===== src/source/sb_pkg.sv =====
// ------------------------------
// scoreboard package
// queue depth, register file and data sizes, and the
// functional-unit codes shared by all scoreboard blocks
// ------------------------------
`default_nettype none

package sb_pkg;

  // queue depth, must stay a power of two
  localparam int unsigned NR_ENTRIES    = 8;
  // transaction id and pointer width
  localparam int unsigned ENTRY_BITS    = 3;

  // general-purpose register file
  localparam int unsigned REG_ADDR_BITS = 5;
  localparam int unsigned NR_REGS       = 32;
  localparam int unsigned XLEN          = 32;

  // write-back ports from the functional units
  localparam int unsigned NR_WB_PORTS   = 2;

  // ------------------------------
  // functional-unit codes
  // ------------------------------
  // FU_NONE entries need no write-back and complete by themselves
  typedef enum logic [2:0] {
    FU_NONE   = 3'd0,
    FU_ALU    = 3'd1,
    FU_BRANCH = 3'd2,
    FU_LOAD   = 3'd3,
    FU_STORE  = 3'd4,
    FU_MULT   = 3'd5,
    FU_CSR    = 3'd6
  } fu_e;

endpackage

`default_nettype wire


===== src/source/sb_queue_ctrl.sv =====
// ------------------------------
// scoreboard queue control
// issue and commit pointers, occupancy count, full flag
// and the issue handshake towards the decoder
// ------------------------------
`timescale 1ns/10ps
`default_nettype none

module sb_queue_ctrl (
  input  logic                          clk_i,
  input  logic                          rst_ni,
  input  logic                          decoded_valid_i,
  input  logic                          unresolved_branch_i,
  input  logic                          issue_ack_i,
  input  logic                          flush_unissued_i,
  input  logic                          flush_i,
  input  logic                          commit_ack_i,
  output logic                          issue_valid_o,
  output logic                          decoded_ack_o,
  output logic                          sb_full_o,
  output logic                          issue_en_o,
  output logic [sb_pkg::ENTRY_BITS-1:0] issue_ptr_o,
  output logic [sb_pkg::ENTRY_BITS-1:0] commit_ptr_o
);

  logic [sb_pkg::ENTRY_BITS-1:0] issue_ptr_q;
  logic [sb_pkg::ENTRY_BITS-1:0] commit_ptr_q;
  // one bit wider than the pointers, top bit set means full
  logic [sb_pkg::ENTRY_BITS:0]   cnt_q;

  assign sb_full_o = cnt_q[sb_pkg::ENTRY_BITS];

  // issue is held back by a full queue or a pending branch
  assign issue_valid_o = decoded_valid_i & ~unresolved_branch_i & ~sb_full_o;
  assign decoded_ack_o = issue_ack_i & ~sb_full_o;
  // accepted instruction goes into the slot at the issue pointer
  assign issue_en_o    = decoded_valid_i & decoded_ack_o & ~flush_unissued_i;

  assign issue_ptr_o  = issue_ptr_q;
  assign commit_ptr_o = commit_ptr_q;

  always_ff @(posedge clk_i or negedge rst_ni) begin
    if (!rst_ni) begin
      issue_ptr_q  <= '0;
      commit_ptr_q <= '0;
      cnt_q        <= '0;
    end else if (flush_i) begin
      issue_ptr_q  <= '0;
      commit_ptr_q <= '0;
      cnt_q        <= '0;
    end else begin
      // pointers wrap naturally on the power-of-two depth
      if (issue_en_o) begin
        issue_ptr_q <= issue_ptr_q + 1'b1;
      end
      if (commit_ack_i) begin
        commit_ptr_q <= commit_ptr_q + 1'b1;
      end
      // issue and commit in one cycle leave the count alone
      case ({issue_en_o, commit_ack_i})
        2'b10:   cnt_q <= cnt_q + 1'b1;
        2'b01:   cnt_q <= cnt_q - 1'b1;
        default: cnt_q <= cnt_q;
      endcase
    end
  end

  // the issue stage only acknowledges what was offered to it
  a_issue_ack_valid : assert property (
    @(posedge clk_i) disable iff (!rst_ni) issue_ack_i |-> issue_valid_o
  ) else $error("issue ack without a valid issue");

endmodule

`default_nettype wire


===== src/source/sb_entry_store.sv =====
// ------------------------------
// scoreboard entry store
// per-slot flags and payload, written on issue,
// completed by write-back, freed on commit or flush
// ------------------------------
`timescale 1ns/10ps
`default_nettype none

module sb_entry_store (
  input  logic                                                      clk_i,
  input  logic                                                      rst_ni,
  input  logic                                                      issue_en_i,
  input  logic [sb_pkg::ENTRY_BITS-1:0]                             issue_ptr_i,
  input  logic [sb_pkg::ENTRY_BITS-1:0]                             commit_ptr_i,
  input  logic                                                      commit_ack_i,
  input  logic                                                      flush_i,
  input  sb_pkg::fu_e                                               decoded_fu_i,
  input  logic [sb_pkg::REG_ADDR_BITS-1:0]                          decoded_rd_i,
  input  logic [sb_pkg::NR_WB_PORTS-1:0]                            wb_valid_i,
  input  logic [sb_pkg::NR_WB_PORTS-1:0][sb_pkg::ENTRY_BITS-1:0]    wb_trans_id_i,
  input  logic [sb_pkg::NR_WB_PORTS-1:0][sb_pkg::XLEN-1:0]          wb_data_i,
  input  logic [sb_pkg::NR_WB_PORTS-1:0]                            wb_ex_i,
  output logic [sb_pkg::NR_ENTRIES-1:0]                             issued_o,
  output logic [sb_pkg::NR_ENTRIES-1:0]                             done_o,
  output sb_pkg::fu_e [sb_pkg::NR_ENTRIES-1:0]                      fu_o,
  output logic [sb_pkg::NR_ENTRIES-1:0][sb_pkg::REG_ADDR_BITS-1:0]  rd_o,
  output logic [sb_pkg::NR_ENTRIES-1:0][sb_pkg::XLEN-1:0]           result_o,
  output logic [sb_pkg::NR_ENTRIES-1:0]                             ex_o
);

  // control flags
  logic [sb_pkg::NR_ENTRIES-1:0] issued_q, issued_d;
  logic [sb_pkg::NR_ENTRIES-1:0] done_q, done_d;
  logic [sb_pkg::NR_ENTRIES-1:0] ex_q, ex_d;
  // payload
  sb_pkg::fu_e [sb_pkg::NR_ENTRIES-1:0]                     fu_q, fu_d;
  logic [sb_pkg::NR_ENTRIES-1:0][sb_pkg::REG_ADDR_BITS-1:0] rd_q, rd_d;
  logic [sb_pkg::NR_ENTRIES-1:0][sb_pkg::XLEN-1:0]          result_q, result_d;

  always_comb begin
    issued_d = issued_q;
    done_d   = done_q;
    ex_d     = ex_q;
    fu_d     = fu_q;
    rd_d     = rd_q;
    result_d = result_q;

    // ------------------------------
    // issue into the free slot
    // ------------------------------
    if (issue_en_i) begin
      issued_d[issue_ptr_i] = 1'b1;
      done_d[issue_ptr_i]   = 1'b0;
      ex_d[issue_ptr_i]     = 1'b0;
      fu_d[issue_ptr_i]     = decoded_fu_i;
      rd_d[issue_ptr_i]     = decoded_rd_i;
    end

    // no unit behind it, so done one cycle after issue
    for (int unsigned i = 0; i < sb_pkg::NR_ENTRIES; i++) begin
      if (issued_q[i] && fu_q[i] == sb_pkg::FU_NONE) begin
        done_d[i] = 1'b1;
      end
    end

    // ------------------------------
    // write-back
    // ------------------------------
    // stale results for freed slots are dropped
    for (int unsigned k = 0; k < sb_pkg::NR_WB_PORTS; k++) begin
      if (wb_valid_i[k] && issued_q[wb_trans_id_i[k]]) begin
        done_d[wb_trans_id_i[k]]   = 1'b1;
        result_d[wb_trans_id_i[k]] = wb_data_i[k];
        ex_d[wb_trans_id_i[k]]     = wb_ex_i[k];
      end
    end

    // retire the oldest entry
    if (commit_ack_i) begin
      issued_d[commit_ptr_i] = 1'b0;
      done_d[commit_ptr_i]   = 1'b0;
    end

    // flush wins over everything above
    if (flush_i) begin
      issued_d = '0;
      done_d   = '0;
      ex_d     = '0;
    end
  end

  always_ff @(posedge clk_i or negedge rst_ni) begin
    if (!rst_ni) begin
      issued_q <= '0;
      done_q   <= '0;
      ex_q     <= '0;
    end else begin
      issued_q <= issued_d;
      done_q   <= done_d;
      ex_q     <= ex_d;
    end
  end

  always_ff @(posedge clk_i) begin
    fu_q     <= fu_d;
    rd_q     <= rd_d;
    result_q <= result_d;
  end

  assign issued_o = issued_q;
  assign done_o   = done_q;
  assign ex_o     = ex_q;
  assign fu_o     = fu_q;
  assign rd_o     = rd_q;
  assign result_o = result_q;

  // two units never finish the same instruction
  for (genvar i = 0; i < sb_pkg::NR_WB_PORTS; i++) begin : g_wb_i
    for (genvar j = i + 1; j < sb_pkg::NR_WB_PORTS; j++) begin : g_wb_j
      a_wb_unique_id : assert property (
        @(posedge clk_i) disable iff (!rst_ni)
        wb_valid_i[i] && wb_valid_i[j] |-> wb_trans_id_i[i] != wb_trans_id_i[j]
      ) else $error("write-back ports %0d and %0d share a trans id", i, j);
    end
  end

  // commit stage only retires completed work
  a_commit_done : assert property (
    @(posedge clk_i) disable iff (!rst_ni) commit_ack_i |-> done_q[commit_ptr_i]
  ) else $error("commit ack on an entry that is not done");

endmodule

`default_nettype wire


===== src/source/sb_clobber_map.sv =====
// ------------------------------
// scoreboard clobber map
// per register, the unit that will write it next
// ------------------------------
`timescale 1ns/10ps
`default_nettype none

module sb_clobber_map (
  input  logic [sb_pkg::NR_ENTRIES-1:0]                            issued_i,
  input  sb_pkg::fu_e [sb_pkg::NR_ENTRIES-1:0]                     fu_i,
  input  logic [sb_pkg::NR_ENTRIES-1:0][sb_pkg::REG_ADDR_BITS-1:0] rd_i,
  output sb_pkg::fu_e [sb_pkg::NR_REGS-1:0]                        rd_clobber_o
);

  always_comb begin
    for (int unsigned r = 0; r < sb_pkg::NR_REGS; r++) begin
      rd_clobber_o[r] = sb_pkg::FU_NONE;
    end
    // walk down so the lowest matching slot is written last and wins
    for (int e = sb_pkg::NR_ENTRIES - 1; e >= 0; e--) begin
      // x0 is hardwired, writers to it are never tracked
      if (issued_i[e] && rd_i[e] != '0) begin
        rd_clobber_o[rd_i[e]] = fu_i[e];
      end
    end
  end

endmodule

`default_nettype wire


===== src/source/sb_operand_fwd.sv =====
// ------------------------------
// scoreboard operand forwarding
// rs1/rs2 values from write-back ports in flight or
// from completed entries, fixed priority
// ------------------------------
`timescale 1ns/10ps
`default_nettype none

module sb_operand_fwd (
  input  logic [sb_pkg::REG_ADDR_BITS-1:0]                          rs1_i,
  input  logic [sb_pkg::REG_ADDR_BITS-1:0]                          rs2_i,
  input  logic [sb_pkg::NR_ENTRIES-1:0]                             issued_i,
  input  logic [sb_pkg::NR_ENTRIES-1:0]                             done_i,
  input  logic [sb_pkg::NR_ENTRIES-1:0][sb_pkg::REG_ADDR_BITS-1:0]  rd_i,
  input  logic [sb_pkg::NR_ENTRIES-1:0][sb_pkg::XLEN-1:0]           result_i,
  input  logic [sb_pkg::NR_WB_PORTS-1:0]                            wb_valid_i,
  input  logic [sb_pkg::NR_WB_PORTS-1:0][sb_pkg::ENTRY_BITS-1:0]    wb_trans_id_i,
  input  logic [sb_pkg::NR_WB_PORTS-1:0][sb_pkg::XLEN-1:0]          wb_data_i,
  input  logic [sb_pkg::NR_WB_PORTS-1:0]                            wb_ex_i,
  output logic [sb_pkg::XLEN-1:0]                                   rs1_o,
  output logic                                                      rs1_valid_o,
  output logic [sb_pkg::XLEN-1:0]                                   rs2_o,
  output logic                                                      rs2_valid_o
);

  // index 0 is rs1, index 1 is rs2
  logic [1:0][sb_pkg::REG_ADDR_BITS-1:0] rs_addr;
  logic [1:0][sb_pkg::XLEN-1:0]          rs_data;
  logic [1:0]                            rs_hit;

  assign rs_addr[0] = rs1_i;
  assign rs_addr[1] = rs2_i;

  // lowest priority is checked first, later hits overwrite
  always_comb begin
    rs_hit  = '0;
    rs_data = '0;
    for (int j = 0; j < 2; j++) begin
      // ------------------------------
      // completed entries, lowest index wins
      // ------------------------------
      for (int e = sb_pkg::NR_ENTRIES - 1; e >= 0; e--) begin
        if (issued_i[e] && done_i[e] && rd_i[e] == rs_addr[j]) begin
          rs_hit[j]  = 1'b1;
          rs_data[j] = result_i[e];
        end
      end
      // ------------------------------
      // write-back ports beat entries, port 0 first
      // ------------------------------
      // a faulting result must not reach a dependent instruction
      for (int k = sb_pkg::NR_WB_PORTS - 1; k >= 0; k--) begin
        if (wb_valid_i[k] && !wb_ex_i[k] && rd_i[wb_trans_id_i[k]] == rs_addr[j]) begin
          rs_hit[j]  = 1'b1;
          rs_data[j] = wb_data_i[k];
        end
      end
    end
  end

  assign rs1_o = rs_data[0];
  assign rs2_o = rs_data[1];

  // x0 is read from the register file, never forwarded
  assign rs1_valid_o = rs_hit[0] & (|rs1_i);
  assign rs2_valid_o = rs_hit[1] & (|rs2_i);

endmodule

`default_nettype wire


===== src/source/scoreboard_top.sv =====
// ------------------------------
// scoreboard top level
// in-order issue and commit tracker for up to eight
// instructions, with clobber map and operand forwarding
// ------------------------------
`timescale 1ns/10ps
`default_nettype none

module scoreboard_top (
  input  logic                                                    clk_i,
  input  logic                                                    rst_ni,
  // decoder and issue stage
  input  logic                                                    decoded_valid_i,
  input  sb_pkg::fu_e                                             decoded_fu_i,
  input  logic [sb_pkg::REG_ADDR_BITS-1:0]                        decoded_rd_i,
  input  logic                                                    unresolved_branch_i,
  input  logic                                                    issue_ack_i,
  input  logic                                                    flush_unissued_i,
  output logic                                                    issue_valid_o,
  output logic                                                    decoded_ack_o,
  output logic [sb_pkg::ENTRY_BITS-1:0]                           issue_trans_id_o,
  // functional-unit write-back
  input  logic [sb_pkg::NR_WB_PORTS-1:0]                          wb_valid_i,
  input  logic [sb_pkg::NR_WB_PORTS-1:0][sb_pkg::ENTRY_BITS-1:0]  wb_trans_id_i,
  input  logic [sb_pkg::NR_WB_PORTS-1:0][sb_pkg::XLEN-1:0]        wb_data_i,
  input  logic [sb_pkg::NR_WB_PORTS-1:0]                          wb_ex_i,
  // commit stage
  output logic                                                    commit_valid_o,
  output sb_pkg::fu_e                                             commit_fu_o,
  output logic [sb_pkg::REG_ADDR_BITS-1:0]                        commit_rd_o,
  output logic [sb_pkg::XLEN-1:0]                                 commit_result_o,
  output logic                                                    commit_ex_o,
  output logic [sb_pkg::ENTRY_BITS-1:0]                           commit_trans_id_o,
  input  logic                                                    commit_ack_i,
  // status and flush
  input  logic                                                    flush_i,
  output logic                                                    sb_full_o,
  output sb_pkg::fu_e [sb_pkg::NR_REGS-1:0]                       rd_clobber_o,
  // operand read
  input  logic [sb_pkg::REG_ADDR_BITS-1:0]                        rs1_i,
  input  logic [sb_pkg::REG_ADDR_BITS-1:0]                        rs2_i,
  output logic [sb_pkg::XLEN-1:0]                                 rs1_o,
  output logic                                                    rs1_valid_o,
  output logic [sb_pkg::XLEN-1:0]                                 rs2_o,
  output logic                                                    rs2_valid_o
);

  logic                                                     issue_en;
  logic [sb_pkg::ENTRY_BITS-1:0]                            issue_ptr;
  logic [sb_pkg::ENTRY_BITS-1:0]                            commit_ptr;
  logic [sb_pkg::NR_ENTRIES-1:0]                            issued;
  logic [sb_pkg::NR_ENTRIES-1:0]                            done;
  sb_pkg::fu_e [sb_pkg::NR_ENTRIES-1:0]                     fu;
  logic [sb_pkg::NR_ENTRIES-1:0][sb_pkg::REG_ADDR_BITS-1:0] rd;
  logic [sb_pkg::NR_ENTRIES-1:0][sb_pkg::XLEN-1:0]          result;
  logic [sb_pkg::NR_ENTRIES-1:0]                            ex;

  sb_queue_ctrl u_queue_ctrl (
    .clk_i               (clk_i),
    .rst_ni              (rst_ni),
    .decoded_valid_i     (decoded_valid_i),
    .unresolved_branch_i (unresolved_branch_i),
    .issue_ack_i         (issue_ack_i),
    .flush_unissued_i    (flush_unissued_i),
    .flush_i             (flush_i),
    .commit_ack_i        (commit_ack_i),
    .issue_valid_o       (issue_valid_o),
    .decoded_ack_o       (decoded_ack_o),
    .sb_full_o           (sb_full_o),
    .issue_en_o          (issue_en),
    .issue_ptr_o         (issue_ptr),
    .commit_ptr_o        (commit_ptr)
  );

  sb_entry_store u_entry_store (
    .clk_i         (clk_i),
    .rst_ni        (rst_ni),
    .issue_en_i    (issue_en),
    .issue_ptr_i   (issue_ptr),
    .commit_ptr_i  (commit_ptr),
    .commit_ack_i  (commit_ack_i),
    .flush_i       (flush_i),
    .decoded_fu_i  (decoded_fu_i),
    .decoded_rd_i  (decoded_rd_i),
    .wb_valid_i    (wb_valid_i),
    .wb_trans_id_i (wb_trans_id_i),
    .wb_data_i     (wb_data_i),
    .wb_ex_i       (wb_ex_i),
    .issued_o      (issued),
    .done_o        (done),
    .fu_o          (fu),
    .rd_o          (rd),
    .result_o      (result),
    .ex_o          (ex)
  );

  sb_clobber_map u_clobber_map (
    .issued_i     (issued),
    .fu_i         (fu),
    .rd_i         (rd),
    .rd_clobber_o (rd_clobber_o)
  );

  sb_operand_fwd u_operand_fwd (
    .rs1_i         (rs1_i),
    .rs2_i         (rs2_i),
    .issued_i      (issued),
    .done_i        (done),
    .rd_i          (rd),
    .result_i      (result),
    .wb_valid_i    (wb_valid_i),
    .wb_trans_id_i (wb_trans_id_i),
    .wb_data_i     (wb_data_i),
    .wb_ex_i       (wb_ex_i),
    .rs1_o         (rs1_o),
    .rs1_valid_o   (rs1_valid_o),
    .rs2_o         (rs2_o),
    .rs2_valid_o   (rs2_valid_o)
  );

  // transaction id is simply the slot index
  assign issue_trans_id_o = issue_ptr;

  // ------------------------------
  // commit port, oldest entry
  // ------------------------------
  assign commit_valid_o    = done[commit_ptr];
  assign commit_fu_o       = fu[commit_ptr];
  assign commit_rd_o       = rd[commit_ptr];
  assign commit_result_o   = result[commit_ptr];
  assign commit_ex_o       = ex[commit_ptr];
  assign commit_trans_id_o = commit_ptr;

endmodule

`default_nettype wire


===== config.mk =====
export PLATFORM = sky130hd
export DESIGN_NAME = scoreboard_top
export DESIGN_NICKNAME = d
export VERILOG_FILES = /design/src/source/sb_pkg.sv /design/src/source/sb_queue_ctrl.sv /design/src/source/sb_entry_store.sv /design/src/source/sb_clobber_map.sv /design/src/source/sb_operand_fwd.sv /design/src/source/scoreboard_top.sv
export SDC_FILE = /design/constraint.sdc
export NUM_CORES = 2
export LEC_CHECK = 0
export ABC_CLOCK_PERIOD_IN_PS = 2750
export BUFFER_PORTS_ARGS = -buffer_cell sky130_fd_sc_hd__buf_2
export CAP_MARGIN = 20
export CELL_PAD_IN_SITES_DETAIL_PLACEMENT = 1
export CELL_PAD_IN_SITES_GLOBAL_PLACEMENT = 2
export CORE_MARGIN = 4
export CORE_UTILIZATION = 37
export CTS_BUF_LIST = sky130_fd_sc_hd__clkbuf_2 sky130_fd_sc_hd__clkbuf_4 sky130_fd_sc_hd__clkbuf_8
export DETAILED_ROUTE_END_ITERATION = 7
export GPL_ROUTABILITY_DRIVEN = 0
export PLACE_DENSITY = 0.88
export SYNTH_ARGS = -nofsm -noshare
export SYNTH_HDL_FRONTEND = slang
export SYNTH_SLANG_ARGS = --single-unit

===== constraint.sdc =====
create_clock -name clk_i -period 2.75 [get_ports clk_i]
set_input_delay 0.1375 -clock clk_i [delete_from_list [all_inputs] [get_ports clk_i]]
set_output_delay 0.1375 -clock clk_i [all_outputs]
set_load 0.02 [all_outputs]

==> metrics.txt, run 1 <==
status=stopped before the end; Stop stage=global routing; Error=[ERROR GRT-0232] Routing congestion too high. Check the congestion heatmap in the GUI.; Port Buf Inserts=309; Die W=310 µm; dpl cells=6257; HPWL after DPL=146000 µm; Synth Flop Type=dfxtp_1; Initial Util=37.4%; GRT Util Overall=about two thirds; Mean Syn Cell Area=7.54 µm²; WEP type=output port; placed cell area=0.0422 mm²; initial antenna violation count=55; FP Rows=110; Synth cell types=96; clock root buffer=clkbuf_8; clock buffer count from CTS=67; number of enable flip-flop cells after synthesis=64; Synth area leader=dfxtp_1; sequential-to-total area share from yosys stat=23.4%; H-Tree Depth=3; Clock Sinks=around 350; top cells by area, synth=dfxtp_1 15%, mux2i_1 8.4%, nor2_1 7.3%, a21oi_1 6.4%, mux4_2 6.3%; Post-Syn Area=around 0.034 mm²; post-synthesis register bit count=~350; chip height=310 µm; GRT overflow=31; asr flop ratio synth=9.60%; commonest cells in the netlist=656 x nor2_1, 430 x a21oi_1, 393 x nand2_1; share of the synthesized area in the top cell type=15.2%; Ports=313; CTS max path bufs=3; most frequent cell after synthesis=nor2_1; largest net degree at the start of global routing=66; Synth Warn #=0; worst setup endpoint GRT=rs2_o[29]; Cells after Synth=~4500
layer usage:
layer / global-route usage, % / overflow
met5: 41.2 / 0
met4: 62.6 / 18
met3: 54.6 / 2
met2: 78.6 / 9
met1: 64.8 / 2
logic make-up after synthesis:
kind of cell / Yosys count / synth area share (%)
buf+inv: 532 / 6.34
other cells: 1 / 0.0111
flops: 354 / 23.4
fa+ha+maj: 5 / 0.207
xor+xnor: 104 / 2.74
mux: 458 / 17.4
compound gates: 1377 / 26.9
simple gates: 1653 / 23.0
repair_timing:
item,4_1_cts
endpoints found under the hold margin,371
cloned,15
hold buffers,81
pin swaps,267
setup buffers,134
endpoints found under the setup margin,200
resized for setup,923
per-stage QoR:
stage	setup WS, ns	hold WS [ns]
4_1_cts	-0.976	0.00117
2_1_floorplan	-0.0451	-0.158
3_5_place_dp	-0.669	0.308
3_3_place_gp	-0.556	0.298
==> inputs of run 2 (changes only) <==
Settings changed: CELL_PAD_IN_SITES_DETAIL_PLACEMENT 1 to unset, CELL_PAD_IN_SITES_GLOBAL_PLACEMENT 2 to unset, CORE_UTILIZATION 37 to 40, CTS_BUF_LIST sky130_fd_sc_hd__clkbuf_2 sky130_fd_sc_hd__clkbuf_4 sky130_fd_sc_hd__clkbuf_8 to unset, PLACE_DENSITY 0.88 to unset, PLACE_DENSITY_LB_ADDON set to 0.15.
==> run 2 against run 1 <==
  * The flow now finishes, with violations (design-rule violations, negative setup slack)
  * Synthesized cell count stayed put
  * Synthesized area stayed put
==> metrics.txt, run 2 <==
status=finished, violations left; failing checks=design-rule violations, negative setup slack; fin. max-slew vios=0; initial antenna violation count=10; clock root buffer=clkbuf_16; RSZ-0062 raised after global routing=yes; placed cell area=approximately 0.042 mm²; FP Rows=106; Via density=6.71; Clock Sinks=354; share of the synthesized area in the top cell type=around 15%; post-route setup slack=-0.877 ns; clock slew at reported path FFs=0.06 ns; most frequent cells in the layout=682 x buf_4, 606 x nor2_1, 368 x a21oi_1; most frequent cell after synthesis=nor2_1; Pre-antenna DRT Iters=8; asr flop ratio synth=approximately a tenth; crit path DAT=3.49 ns; Synth area leader=dfxtp_1; chip height=about 300 µm; post-synthesis register bit count=354; net count reported at finish=5438; Hold Vio Cnt, Final=0; Synth cell types=96; Port Buf Inserts=309; Synth Flop Type=dfxtp_1; worst-path cell chain=mux4_2, mux2i_1, buf_4, xor2_1, nand2_2, nor4_4, buf_4, buf_8, buf_12, nor4_4, a21oi_2, buf_6; HPWL after DPL=133000 µm; Fmax achieved=276 MHz; Initial Util=40.4%; Skew-Pair Late Insertion Delay=0.60 ns; Die ar.=roughly 0.089 mm²; largest net degree at the start of global routing=49; WHS Path Cells=4; H-Tree Depth=2; TritonCTS clock tree=yes; Peak VDD IR=0.390 mV; clock buffer count from CTS=between 40 and 50; final setup violating endpoints=160; number of max-cap violations=0; layout cells sized above 1=around two fifths; routed len/inst=29.8 µm; Cells after Synth=4484; LEAKAGE=19.9 nW; worst clock skew=0.0210 ns; CTS max path bufs=3; Crit. End Element=output pin; dpl cells=6199; Vias=43700; critical path's largest stage delay=0.50 ns; design area=0.0516 mm²; sequential-to-total area share from yosys stat=23.4%; commonest non-fill, non-tap cell in the layout=buf_4; crit path launch type=flop; number of enable flip-flop cells after synthesis=64; Mean Syn Cell Area=7.54 µm²; GRT Util Overall=39.8%; Critical-path top delay cell=edfxtp_1; Crit. path cell count=12; Initial DRC Count=slightly below 7000; filler-free cell count of the finished design=6504; Slew @ Worst Pin=1.09 ns; total power=between 10 and 15 mW; Post-Syn Area=around 0.034 mm²; Synth-to-Final Area Change=52.8%; GRT overflow=0; Register-to-Register Path Depth=9; period utilisation layout=132%; antenna-violating nets left=0; crit path buf inv count=5; Die W=roughly 300 µm; commonest cells in the netlist=656 x nor2_1, 430 x a21oi_1, 393 x nand2_1; first-pass GRT wire length=about 270000 µm; CORE AREA=0.0837 mm²; max FFs per register=256; drt total wl=194000 µm; residual DRC count=3; Relative slew margins=27.6%; final core occ=61.7%; Worst Path Max Fanout=6; top cells by area, synth=dfxtp_1 15%, mux2i_1 8.4%, nor2_1 7.3%, a21oi_1 6.4%, mux4_2 6.3%; vias in the first global route=39700; Min Clock Period, post-route=3.63 ns; Ports=313; Hold Crit Class=input port to flop; Synth Warn #=0; crit path kind=flop to output pin; Req. time, crit path=2.61 ns; CP top delay family=buffers and inverters; pwr dens=approximately 270 mW/mm²
## run 2: logic make-up after synthesis
group	synth area share (%)
other	0.0111
AOI/OAI and AO/OA	26.9
buffers and inverters	6.34
DFF	23.4
muxes	17.4
and+or+nand+nor	23.0
adders and majority gates	0.207
xor gates and xnor gates	2.74
## run 2: metal layers
| layer | track usage (%) | part of all wire (%) | vias up |
|---|---|---|---|
| li1 | - | - | 18400 |
| met1 | 51.2 | 37 | 20400 |
| met2 | 60.4 | 42 | 3821 |
| met3 | 10.3 | 13 | 1002 |
| met4 | 22.8 | 7.8 | 8 |
| met5 | 0 | 0.024 | - |
## run 2: per-stage QoR
stage	TNS (ns)	setup WS, ns	hold slack (ns)
after floorplan	-0.0901	-0.0451	-0.158
after global placement	-22.60	-0.619	0.276
after detailed placement	-22.80	-0.602	0.283
after CTS	-101.46	-0.824	0.0291
after global routing	-109.64	-0.962	0.0512
final	-101.13	-0.877	0.0441
## run 2: worst register-to-register path, stage by stage, from the launching register on
cell and delay [ns]:
dfrtp_2 0.52, buf_4 0.21, mux4_2 0.45, mux2i_1 0.19, nor3b_1 0.07, buf_4 0.14, and2_2 0.35, buf_4 0.27
mux2i_1 0.13, o21ai_0 0.30
## run 2: report_power, final
group | switching (mW) | internal [mW]
Sequential | 0.319 | 5.53
Combinational | 1.31 | 1.03
Clock | 2.57 | 3.42
## run 2: final timing paths
kind | startpoint | endpoint | slack (ns)
max | u_entry_store.rd_o[32] | rs1_valid_o | -0.88
min | commit_ack_i | u_queue_ctrl.cnt_q[1] | 0.04
max reg2reg | u_entry_store.issued_o[5] | u_entry_store.result_o[28] | 0.02
min reg2reg | u_queue_ctrl.cnt_q[2] | u_queue_ctrl.cnt_q[2] | 0.54
max in group asynchronous | rst_ni | u_queue_ctrl.commit_ptr_o[0] | 1.92
min in group asynchronous | rst_ni | u_queue_ctrl.cnt_q[3] | 0.21
## run 2: timing repair
action,CTS,global route
setup buffers,63,116
hold endpoints to repair,354,0
setup endpoints to repair,172,185
gates resized for setup,507,836
hold buffers,73,0
pin swaps,121,308
cloned,11,2
## run 2: cell type report
type,instances,area [µm²]
fillers,7017,32100
multi-input cells,3601,28600
repair buffers,1277,12100
flip-flops and latches,354,7910
well taps,1134,1420
clock buffers,57,1220
clock inverters,21,224
inverters,56,210
diodes,4,10.0
No activity file was read; power rests on OpenSTA's default activity.
